===== src/source/circle_pkg.sv =====
package circle_pkg;

    // Frame buffer geometry
    localparam int scr_width  = 640;
    localparam int scr_height = 480;

    // Keeps the octant step terms inside 12 bits
    localparam int max_radius = 255;

    // Screen coordinate, centre or radius
    typedef logic [9:0] coord_t;

    // Mirrored point before clipping, may fall off either edge
    typedef logic signed [10:0] scoord_t;

    // RGB 4:4:4
    typedef logic [11:0] color_t;

    // Linear address, y * scr_width + x
    typedef logic [18:0] fb_addr_t;

    typedef struct packed {
        coord_t x0;
        coord_t y0;
        coord_t r;
        color_t color;
    } circle_cmd_t;

    typedef struct packed {
        scoord_t x;
        scoord_t y;
    } point_t;

    // pt[0] is octant 0
    typedef struct packed {
        point_t [7:0] pt;
        color_t       color;
    } octant_set_t;

    typedef struct packed {
        fb_addr_t addr;
        color_t   color;
    } pixel_t;

endpackage


===== src/source/circle_drawer.sv =====
`timescale 1ns/100ps

module circle_drawer (
    input  logic                      clk,
    input  logic                      rst_,
    input  circle_pkg::circle_cmd_t   cmd,
    input  logic                      cmd_rts,
    output logic                      cmd_rtr,
    output circle_pkg::octant_set_t   set,
    output logic                      set_rts,
    input  logic                      set_rtr
);

    typedef enum logic [1:0] {
        st_start,
        st_init,
        st_draw,
        st_end
    } drawer_state_t;

    drawer_state_t state;

    // Latched command
    circle_pkg::coord_t cx;
    circle_pkg::coord_t cy;
    circle_pkg::color_t col;

    // Octant walk position
    circle_pkg::coord_t x;
    circle_pkg::coord_t y;

    // Midpoint step terms
    logic signed [11:0] dx;
    logic signed [11:0] dy;
    logic signed [11:0] err;

    // Decision term, two bits wider than the step terms
    logic signed [13:0] decide;
    logic               step_x;

    logic cmd_xfc;
    logic set_xfc;

    assign cmd_rtr = (state == st_start);
    assign set_rts = (state == st_draw);

    assign cmd_xfc = cmd_rts & cmd_rtr;
    assign set_xfc = set_rts & set_rtr;

    always_comb
    begin
        decide = 14'(err) + 14'(dy);
        decide = (decide <<< 1) + 14'(dx);
        step_x = (decide > 0);
    end

    always_ff @(posedge clk or negedge rst_)
    begin
        if (!rst_)
        begin
            state <= st_start;
        end
        else
        begin
            case (state)
                st_start:
                    if (cmd_xfc)
                        state <= st_init;
                st_init:
                    state <= st_draw;
                st_draw:
                    // Stop once the walk has crossed the diagonal or reached the centre
                    if (set_xfc)
                        state <= (x >= y && x != '0) ? st_draw : st_end;
                default:
                    state <= st_start;
            endcase
        end
    end

    always_ff @(posedge clk)
    begin
        if (cmd_xfc)
        begin
            cx  <= cmd.x0;
            cy  <= cmd.y0;
            col <= cmd.color;
            x   <= cmd.r;
            y   <= '0;
            dx  <= 12'sd1 - $signed({1'b0, cmd.r, 1'b0});
            dy  <= 12'sd1;
            err <= '0;
        end
        else if (set_xfc)
        begin
            if (step_x)
            begin
                x   <= x - 1'b1;
                err <= err + dx;
                dx  <= dx + 12'sd2;
            end
            else
            begin
                y   <= y + 1'b1;
                err <= err + dy;
                dy  <= dy + 12'sd2;
            end
        end
    end

    // Mirror the current step into all eight octants, signed so clipping sees the edges
    always_comb
    begin
        circle_pkg::scoord_t sx0;
        circle_pkg::scoord_t sy0;
        circle_pkg::scoord_t sx;
        circle_pkg::scoord_t sy;

        sx0 = circle_pkg::scoord_t'({1'b0, cx});
        sy0 = circle_pkg::scoord_t'({1'b0, cy});
        sx  = circle_pkg::scoord_t'({1'b0, x});
        sy  = circle_pkg::scoord_t'({1'b0, y});

        set.pt[0].x = sx0 + sx;
        set.pt[0].y = sy0 + sy;
        set.pt[1].x = sx0 + sy;
        set.pt[1].y = sy0 + sx;
        set.pt[2].x = sx0 - sy;
        set.pt[2].y = sy0 + sx;
        set.pt[3].x = sx0 - sx;
        set.pt[3].y = sy0 + sy;
        set.pt[4].x = sx0 - sx;
        set.pt[4].y = sy0 - sy;
        set.pt[5].x = sx0 - sy;
        set.pt[5].y = sy0 - sx;
        set.pt[6].x = sx0 + sy;
        set.pt[6].y = sy0 - sx;
        set.pt[7].x = sx0 + sx;
        set.pt[7].y = sy0 - sy;
        set.color   = col;
    end

endmodule


===== src/source/octant_expander.sv =====
`timescale 1ns/100ps

module octant_expander (
    input  logic                      clk,
    input  logic                      rst_,
    input  circle_pkg::octant_set_t   set,
    input  logic                      set_rts,
    output logic                      set_rtr,
    output circle_pkg::pixel_t        pixel,
    output logic                      pixel_rts,
    input  logic                      pixel_rtr
);

    // Held set and the points of it still to be sent
    circle_pkg::octant_set_t set_q;
    logic [7:0]              pending;

    // Survivors of the incoming set
    logic [7:0] on_screen;

    // Lowest pending point
    logic [2:0]          idx;
    circle_pkg::point_t  sel;
    circle_pkg::fb_addr_t xa;
    circle_pkg::fb_addr_t ya;

    logic set_xfc;
    logic pixel_xfc;

    // Free again once every survivor has gone
    assign set_rtr   = (pending == 8'd0);
    assign pixel_rts = (pending != 8'd0);

    assign set_xfc   = set_rts & set_rtr;
    assign pixel_xfc = pixel_rts & pixel_rtr;

    always_comb
    begin
        for (int i = 0; i < 8; i++)
        begin
            on_screen[i] = (set.pt[i].x >= 0) &&
                           (set.pt[i].x < circle_pkg::scr_width) &&
                           (set.pt[i].y >= 0) &&
                           (set.pt[i].y < circle_pkg::scr_height);
        end
    end

    // Priority pick, octant 0 first
    always_comb
    begin
        idx = 3'd0;
        for (int i = 7; i >= 0; i--)
        begin
            if (pending[i])
                idx = 3'(i);
        end
    end

    assign sel = set_q.pt[idx];

    // Only survivors reach here, so the sign bits are clear
    assign xa = circle_pkg::fb_addr_t'(sel.x[9:0]);
    assign ya = circle_pkg::fb_addr_t'(sel.y[9:0]);

    // 640 * y as 512 * y + 128 * y
    assign pixel.addr  = (ya << 9) + (ya << 7) + xa;
    assign pixel.color = set_q.color;

    always_ff @(posedge clk or negedge rst_)
    begin
        if (!rst_)
        begin
            pending <= 8'd0;
        end
        else
        begin
            if (set_xfc)
                pending <= on_screen;
            else if (pixel_xfc)
                pending <= pending & ~(8'd1 << idx);
        end
    end

    always_ff @(posedge clk)
    begin
        if (set_xfc)
            set_q <= set;
    end

endmodule


===== src/source/pixel_fifo.sv =====
`timescale 1ns/100ps

module pixel_fifo #(
    parameter int depth = 4
) (
    input  logic                  clk,
    input  logic                  rst_,
    input  circle_pkg::pixel_t    wr_data,
    input  logic                  wr_rts,
    output logic                  wr_rtr,
    output circle_pkg::pixel_t    rd_data,
    output logic                  rd_rts,
    input  logic                  rd_rtr
);

    circle_pkg::pixel_t mem [depth];

    logic [$clog2(depth)-1:0]   wr_ptr;
    logic [$clog2(depth)-1:0]   rd_ptr;
    logic [$clog2(depth+1)-1:0] count;

    logic full;
    logic wr_xfc;
    logic rd_xfc;

    assign full = (count == $bits(count)'(depth));

    // A read in the same cycle frees the slot for a write
    assign wr_rtr  = !full || rd_rtr;
    assign rd_rts  = (count != '0);
    assign rd_data = mem[rd_ptr];

    assign wr_xfc = wr_rts & wr_rtr;
    assign rd_xfc = rd_rts & rd_rtr;

    always_ff @(posedge clk or negedge rst_)
    begin
        if (!rst_)
        begin
            wr_ptr <= '0;
            rd_ptr <= '0;
            count  <= '0;
        end
        else
        begin
            if (wr_xfc)
                wr_ptr <= (wr_ptr == $bits(wr_ptr)'(depth - 1)) ? '0 : wr_ptr + 1'b1;
            if (rd_xfc)
                rd_ptr <= (rd_ptr == $bits(rd_ptr)'(depth - 1)) ? '0 : rd_ptr + 1'b1;
            case ({wr_xfc, rd_xfc})
                2'b10:   count <= count + 1'b1;
                2'b01:   count <= count - 1'b1;
                default: count <= count;
            endcase
        end
    end

    always_ff @(posedge clk)
    begin
        if (wr_xfc)
            mem[wr_ptr] <= wr_data;
    end

endmodule


===== src/source/circle_raster.sv =====
`timescale 1ns/100ps

module circle_raster (
    input  logic                      clk,
    input  logic                      rst_,
    input  circle_pkg::circle_cmd_t   cmd,
    input  logic                      cmd_rts,
    output logic                      cmd_rtr,
    output circle_pkg::pixel_t        pix,
    output logic                      pix_rts,
    input  logic                      pix_rtr
);

    // Drawer to expander
    circle_pkg::octant_set_t set;
    logic                    set_rts;
    logic                    set_rtr;

    // Expander to FIFO
    circle_pkg::pixel_t exp_pixel;
    logic               exp_rts;
    logic               exp_rtr;

    circle_drawer u_drawer (
        .clk     (clk),
        .rst_    (rst_),
        .cmd     (cmd),
        .cmd_rts (cmd_rts),
        .cmd_rtr (cmd_rtr),
        .set     (set),
        .set_rts (set_rts),
        .set_rtr (set_rtr)
    );

    octant_expander u_expander (
        .clk       (clk),
        .rst_      (rst_),
        .set       (set),
        .set_rts   (set_rts),
        .set_rtr   (set_rtr),
        .pixel     (exp_pixel),
        .pixel_rts (exp_rts),
        .pixel_rtr (exp_rtr)
    );

    // Decouples the expander from frame-buffer back-pressure
    pixel_fifo #(
        .depth (4)
    ) u_fifo (
        .clk     (clk),
        .rst_    (rst_),
        .wr_data (exp_pixel),
        .wr_rts  (exp_rts),
        .wr_rtr  (exp_rtr),
        .rd_data (pix),
        .rd_rts  (pix_rts),
        .rd_rtr  (pix_rtr)
    );

endmodule


===== config.mk =====
export PLATFORM = sky130hd
export DESIGN_NAME = circle_raster
export DESIGN_NICKNAME = d
export VERILOG_FILES = /design/src/source/circle_pkg.sv /design/src/source/circle_drawer.sv /design/src/source/octant_expander.sv /design/src/source/pixel_fifo.sv /design/src/source/circle_raster.sv
export SDC_FILE = /design/constraint.sdc
export NUM_CORES = 1
export LEC_CHECK = 0
export ABC_AREA = 1
export BUFFER_PORTS_ARGS = -buffer_cell sky130_fd_sc_hd__buf_2
export CAP_MARGIN = 20
export CORE_ASPECT_RATIO = 1.1
export CORE_UTILIZATION = 28
export CTS_BUF_LIST = sky130_fd_sc_hd__clkbuf_8
export DETAILED_ROUTE_END_ITERATION = 12
export HOLD_SLACK_MARGIN = 0.02
export PLACE_DENSITY = 0.5
export SLEW_MARGIN = 10
export SYNTH_ARGS = -nofsm -noshare
export SYNTH_HDL_FRONTEND = slang
export SYNTH_SLANG_ARGS = --single-unit

===== constraint.sdc =====
create_clock -name clk -period 5.2 [get_ports clk]
set_input_delay 0 -clock clk [delete_from_list [all_inputs] [get_ports clk]]
set_output_delay 0 -clock clk [all_outputs]
set_load 0.1 [all_outputs]

==> key figures, run 1 <==
Setup path
  • Max incr delay on CP: around 350 ps
  • Worst setup EP type: register
  • Max FO, Critical Path: 9
  • CP dominant cell by count: nand2_1
  • Critical path's top delay family: simple AND/OR/NAND/NOR gates
  • Worst path required time: 5800 ps
  • Kind of critical path: reg -> reg
  • Setup crit start kind: register
  • Critical path's slowest cell: dfxtp_1
  • Buf+Inv Stages, Crit Path: 3
  • Crit path DAT: 5230 ps

Timing
  • Final Hold Fails: 0
  • Crit share post-route: 89.1%
  • Total Neg Setup Slack: 0 ps
  • Measured slew at the worst slew-check pin: slightly below 1000 ps
  • Unrepaired setup endpoints after global routing: false
  • Fin. max-slew vios: 0
  • Final setup fails: 0
  • Worst hold margin: 97.4 ps
  • Fmax: about 0.22 GHz
  • Min Tclk post-route: between 4000 and 5000 ps
  • Max_slew headroom: roughly 33%
  • Fin Clk Skew: 31.0 ps

Clock network
  • Root Buffer: clkbuf_8
  • # clock sinks: between 300 and 400
  • Worst skew pair latency: around 660 ps
  • Clock Path Buffers: 3
  • CTS tree: done
  • Worst-path clk slew: 60 ps
  • CTS Buf Count: 56
  • H-tree level count: 2

Yosys
  • FFs w/ async S/R, synth: 5.40%
  • Mapped cell area: about 19,000 µm²
  • Synth Flop Type: edfxtp_1
  • Area contributors post-synth: edfxtp_1, ha_1, nand2_1
  • Area share of the largest cell type after synthesis: roughly 42%
  • Cell taking the most area after synthesis: edfxtp_1
  • Register area share after synthesis: approximately half
  • Synth Instances: between 2,000 and 2,500
  • Post-synth EDFFs: roughly 270
  • Syn_area_per_cell: between 9 and 10 µm²
  • Synthesis-stage register bit count: 315
  • Post-Syn Nets: about 2,200
  • Netlist cell types: 57
  • Ys Warns: 0

Floorplan
  • Chip Width: around 250 µm
  • Core ar.: 66,300 µm²
  • Num rows: 99
  • Starting Density: roughly 28%
  • Die ar.: roughly 68,000 µm²
  • # IOs: 79
  • Die Y: about 270 µm

Placed design
  • Final GP Congestion: around 0.9
  • DP HPWL: between 30,000 and 40,000 µm
  • PortBufs: 78

Routing
  • Post-route ant nets: 0
  • Routed via count: between 10,000 and 15,000
  • DR iter-0 viols: approximately 730
  • Vias per cell: 4.67
  • DR DRC count: 0
  • Wire length per cell: about 17 µm
  • DRT Pass-1 Iters: 4
  • Total Wirelength: 51,600 µm

Final layout
  • Layout cells sized above 1: 10.1%
  • Area grow syn2layout: 17.7%
  • Nets: approximately 2,400

Global route
  • GRT Util Overall: approximately 15%
  • Vias in the first global route: between 10,000 and 15,000
  • First-pass GRT wire length: 80,900 µm
  • Initial antenna violation count: 1
  • Grt total ovfl: 0
  • Largest net degree at the start of global routing: 96

Outcome
  • Status: completed

Flow run
  • MaxCap Viol Count: 0

Min path
  • Worst hold path type: in -> reg
timing repair:
| action | in CTS | in global routing |
|---|---|---|
| hold endpoints to repair | 95 | 0 |
| setup endpoints to repair | 0 | 7 |
| setup buffers | 0 | 4 |
| resized for setup | 0 | 9 |
| hold buffers | 76 | 0 |
area by class of cell:
class                   count  area, µm²
diodes                      1       2.50
well taps                 858       1070
flip-flops and latches    315       9050
clock inverters            43        204
multi-input cells        1375       8470
fillers                  6850      44200
inverters                 276       1040
repair buffers            176       1390
clock buffers              63        867
synthesized netlist by cell type, drive strengths merged (8+ instances only):
cell,n
nand4,30
clkbuf,31
buf,25
edfxtp,265
a31oi,16
nand3,79
nor3,32
a21oi,132
o21bai,10
fa,21
dfxtp,33
inv,274
nor2,194
o21ai,183
ha,148
dfrtp,17
or2,8
o22ai,46
xor2,71
nand2,343
xnor2,22
worst register-to-register path, delay by kind of cell (launching register included):
| family | cells | cell delay (ps) |
|---|---|---|
| XOR/XNOR | 1 | 170 |
| AO/OA/AOI/OAI | 6 | 1000 |
| adder cells (fa/ha/maj) | 3 | 930 |
| AND/OR/NAND/NOR | 21 | 1930 |
| buffers and inverters | 3 | 190 |
| flip-flops | 1 | 350 |
cell families after synthesis:
logic type,after synthesis,synth area share (%)
flops,315,48.2
compound gates,411,12.1
fa+ha+maj,169,12.1
simple gates,702,16.2
xor+xnor,93,4.34
buf+inv,332,7.06
final timing paths:
| path | startpoint | end | slack, ps | cells after the start |
|---|---|---|---|---|
| min reg2reg | u_drawer.col[11] | u_expander.pixel[11] | 420 | 0 |
| min | cmd[3] | u_drawer.col[3] | 100 | 2 |
| min in group asynchronous | rst_ | u_fifo.count[1] | 700 | 3 |
| max reg2reg | u_drawer.dy[2] | u_drawer.err[11] | 570 | 34 |
| max in group asynchronous | rst_ | u_fifo.rd_ptr[0] | 3820 | 3 |
| max | u_drawer.dy[2] | u_drawer.err[11] | 570 | 34 |
layer usage:
| layer | GRT usage (%) | vias up | part of all wire, % |
|---|---|---|---|
| li1 | - | 7238 | - |
| met1 | 19.0 | 6953 | 46 |
| met2 | 26.8 | 252 | 49 |
| met3 | 2.16 | 63 | 3.5 |
| met4 | 4.28 | 0 | 1.8 |
| met5 | 0 | - | 0 |
through the flow:
stage | setup WS [ps] | cell area [µm²] | instances | utilization (%)
2_1_floorplan | 627 | 18800 | 2022 | -
3_3_place_gp | 289 | 20100 | 2917 | 30.3
3_5_place_dp | 195 | 20100 | 2918 | 30.4
4_1_cts | 163 | 22000 | 3100 | 33.1
5_1_grt | 22.5 | 22100 | 3107 | 33.3
6_report | 569 | 22100 | 3107 | 33.3
layout by cell type, fill, tap and decap left out, types with 10 or more instances in the layout:
master and n:
dfrtp_1 16, edfxtp_1 265, xor2_1 71, o21bai_1 10
clkbuf_8 63, fa_1 21, inv_2 10, nand4_1 29
buf_2 78, o21ai_1 19, nand3_1 76, ha_1 148
dlygate4sd3_1 76, xnor2_1 22, a31oi_1 15, a21oi_1 129
dfxtp_1 31, nor2_1 184, nor3_1 29, clkinv_1 12
nand2_1 337, o22ai_1 46, buf_4 17, inv_1 289
o21ai_0 160
flip-flops by register name, indices dropped and copies added, names as in the netlist:
signal              flops
u_expander.pending      8
u_fifo.rd_ptr           2
u_fifo.wr_ptr           2
u_drawer.cx            10
u_drawer.dx            11
u_fifo.count            3
u_expander.pixel       12
u_drawer.state          2
u_drawer.col           12
u_drawer.x             10
u_drawer.cy            10
u_expander.set_q       76
u_fifo.mem            124
u_drawer.err           12
u_drawer.y             10
u_drawer.dy            11
Power of run 1 is not shown: default switching activity piles up to over one toggle a cycle in this logic, so the estimate is an artifact.
==> inputs of run 2 (changes only) <==
--- a/config.mk
+++ b/config.mk
@@ -6,7 +6,7 @@
 export NUM_CORES = 1
 export LEC_CHECK = 0
 export ABC_AREA = 1
-export BUFFER_PORTS_ARGS = -buffer_cell sky130_fd_sc_hd__buf_2
+export BUFFER_PORTS_ARGS = -buffer_cell sky130_fd_sc_hd__clkbuf_2
 export CAP_MARGIN = 20
 export CORE_ASPECT_RATIO = 1.1
 export CORE_UTILIZATION = 28
==> key figures, run 2 (synthesis gave the netlist of run 1 again) <==
Timing
  • Measured slew at the worst slew-check pin: 834 ps (was 995 ps)
  • Unrepaired setup endpoints after global routing: false (unchanged)
  • Fin. max-slew vios: 0 (unchanged)
  • Total Neg Setup Slack: 0 ps (unchanged)
  • Min Tclk post-route: 4740 ps (was 4630 ps)
  • Final Hold Fails: 0 (unchanged)
  • Fin Clk Skew: 28.6 ps (was 31.0 ps)
  • Final setup fails: 0 (unchanged)
  • Max_slew headroom: 44.0% (was 33.5%)
  • Crit share post-route: 91.2% (was 89.1%)
  • Fmax: 0.211 GHz (was 0.216 GHz)

Final layout
  • Non-Filler Instances: 3,094 (was 3,107)
  • Final Core Density: 33.3% (about the same)
  • Commonest non-fill, non-tap cell in the layout: nand2_1 (unchanged)
  • Layout cells sized above 1: 10.3% (was 10.1%)
  • Largest Register: u_fifo.mem (unchanged)
  • Max FFs per register: 124 (unchanged)
  • Nets: 2,402 (was 2,415)
  • Area grow syn2layout: 17.6% (was 17.7%)
  • Commonest cells after routing, fill and taps aside: nand2_1, inv_1, edfxtp_1 (unchanged)
  • Filler Cell Count: 6,898 (was 6,850)
  • Largest regs: u_fifo.mem: 124 flops, u_expander.set_q: 76 flops (unchanged)

Placed design
  • Final GP Congestion: 0.883 (about the same)
  • DP HPWL: 37,800 µm (was 37,700 µm)
  • PortBufs: 78 (unchanged)
  • Placed Cells incl. Taps: 2,917 (was 2,918)

Setup path
  • Crit path DAT: 5290 ps (was 5230 ps)
  • Max incr delay on CP: 460 ps (was 350 ps)
  • Critical path's top delay family: simple AND/OR/NAND/NOR gates (unchanged)
  • Critical path's slowest cell: fa_1 (was dfxtp_1)
  • Kind of critical path: reg -> reg (unchanged)
  • Worst setup EP type: register (unchanged)
  • Setup crit start kind: register (unchanged)
  • Buf+Inv Stages, Crit Path: 2 (was 3)
  • Max FO, Critical Path: 17 (was 9)
  • CP dominant cell by count: nor2_1 (was nand2_1)
  • Worst path required time: 5750 ps (was 5800 ps)

Global route
  • Grt met2 use: 26.6% (was 26.8%)
  • Initial antenna violation count: 1 (unchanged)
  • First-pass GRT wire length: 81,400 µm (was 80,900 µm)
  • Grt total ovfl: 0 (unchanged)
  • Busiest grt layer: met2 (unchanged)
  • Vias in the first global route: 14,739 (was 14,673)
  • GR Layer Usage met3: 2.11% (was 2.16%)
  • GRT Util Overall: 15.1% (about the same)
  • Largest net degree at the start of global routing: 96 (unchanged)
  • Grt met1 use: 19.1% (was 19.0%)

Clock network
  • CTS Buf Count: 58 (was 56)
  • Root Buffer: clkbuf_8 (unchanged)
  • Worst skew pair latency: 660 ps (about the same)
  • # clock sinks: 315 (unchanged)
  • Clock Path Buffers: 3 (unchanged)
  • CTS tree: done (unchanged)
  • Worst-path clk slew: 50 ps (was 60 ps)
  • H-tree level count: 2 (unchanged)

Floorplan
  • Num rows: 99 (unchanged)
  • Core ar.: 66,300 µm² (unchanged)
  • # IOs: 79 (unchanged)
  • Die Y: 274 µm (unchanged)
  • Die ar.: 68,100 µm² (unchanged)
  • Chip Width: 249 µm (unchanged)
  • Starting Density: 28.3% (unchanged)

Routing
  • Post-route ant nets: 0 (unchanged)
  • DR iter-0 viols: 762 (was 727)
  • DRT Pass-1 Iters: 5 (was 4)
  • Vias per cell: 4.70 (was 4.67)
  • Routed via count: 14,541 (was 14,506)
  • DR DRC count: 0 (unchanged)
  • Wire length per cell: 16.7 µm (was 16.6 µm)
  • Total Wirelength: 51,800 µm (was 51,600 µm)

Min path
  • Worst hold path type: in -> reg (unchanged)

Outcome
  • Status: completed (unchanged)

Flow run
  • MaxCap Viol Count: 0 (unchanged)
run 2: stage by stage:
step                      setup WS, ps  hold slack, ps  cell area, µm²
after floorplan                    627            -296           18800
after global routing              18.6            46.5           22100
final                              459            82.1           22100
after detailed placement           233            26.3           20100
after global placement             332            29.4           20100
after CTS                          187            25.9           22000
run 2: area by class of cell:
class                      instances  area [µm²]  share of cell area (%)
tap                              858        1070                    4.86
antenna                            1        2.50                  0.0113
timing repair buffer             161        1260                    5.73
inverter                         276        1040                    4.69
clock inverter                    49         363                    1.64
multi-input combinational       1375        8470                    38.4
sequential                       315        9050                    41.0
clock buffer                      59         812                    3.68
run 2: repair_timing:
item	CTS	global route
resized for setup	0	10
setup buffers	0	0
hold buffers	66	0
setup endpoints to repair	0	5
endpoints found under the hold margin	95	0
run 2: final timing paths:
kind                                  from                     to  slack (ps)  cells after the start
min in group asynchronous             rst_  u_expander.pending[1]         470                      3
hold / removal                     cmd[26]         u_drawer.cy[4]          80                      2
max in group asynchronous             rst_       u_fifo.rd_ptr[0]        4300                      4
hold reg to reg            u_drawer.col[9]    u_expander.pixel[9]         410                      0
setup reg to reg           u_drawer.err[0]        u_drawer.err[8]         460                     27
setup / recovery           u_drawer.err[0]        u_drawer.err[8]         460                     27
run 2: routing by layer:
layer	part of all wire (%)	routed length (µm)	vias up
li1	-	-	7227
met5	0	0	-
met4	2.4	1260	0
met3	3.7	1900	84
met2	48	25000	301
met1	46	23600	6929
Power of run 2 is left out for the same reason.
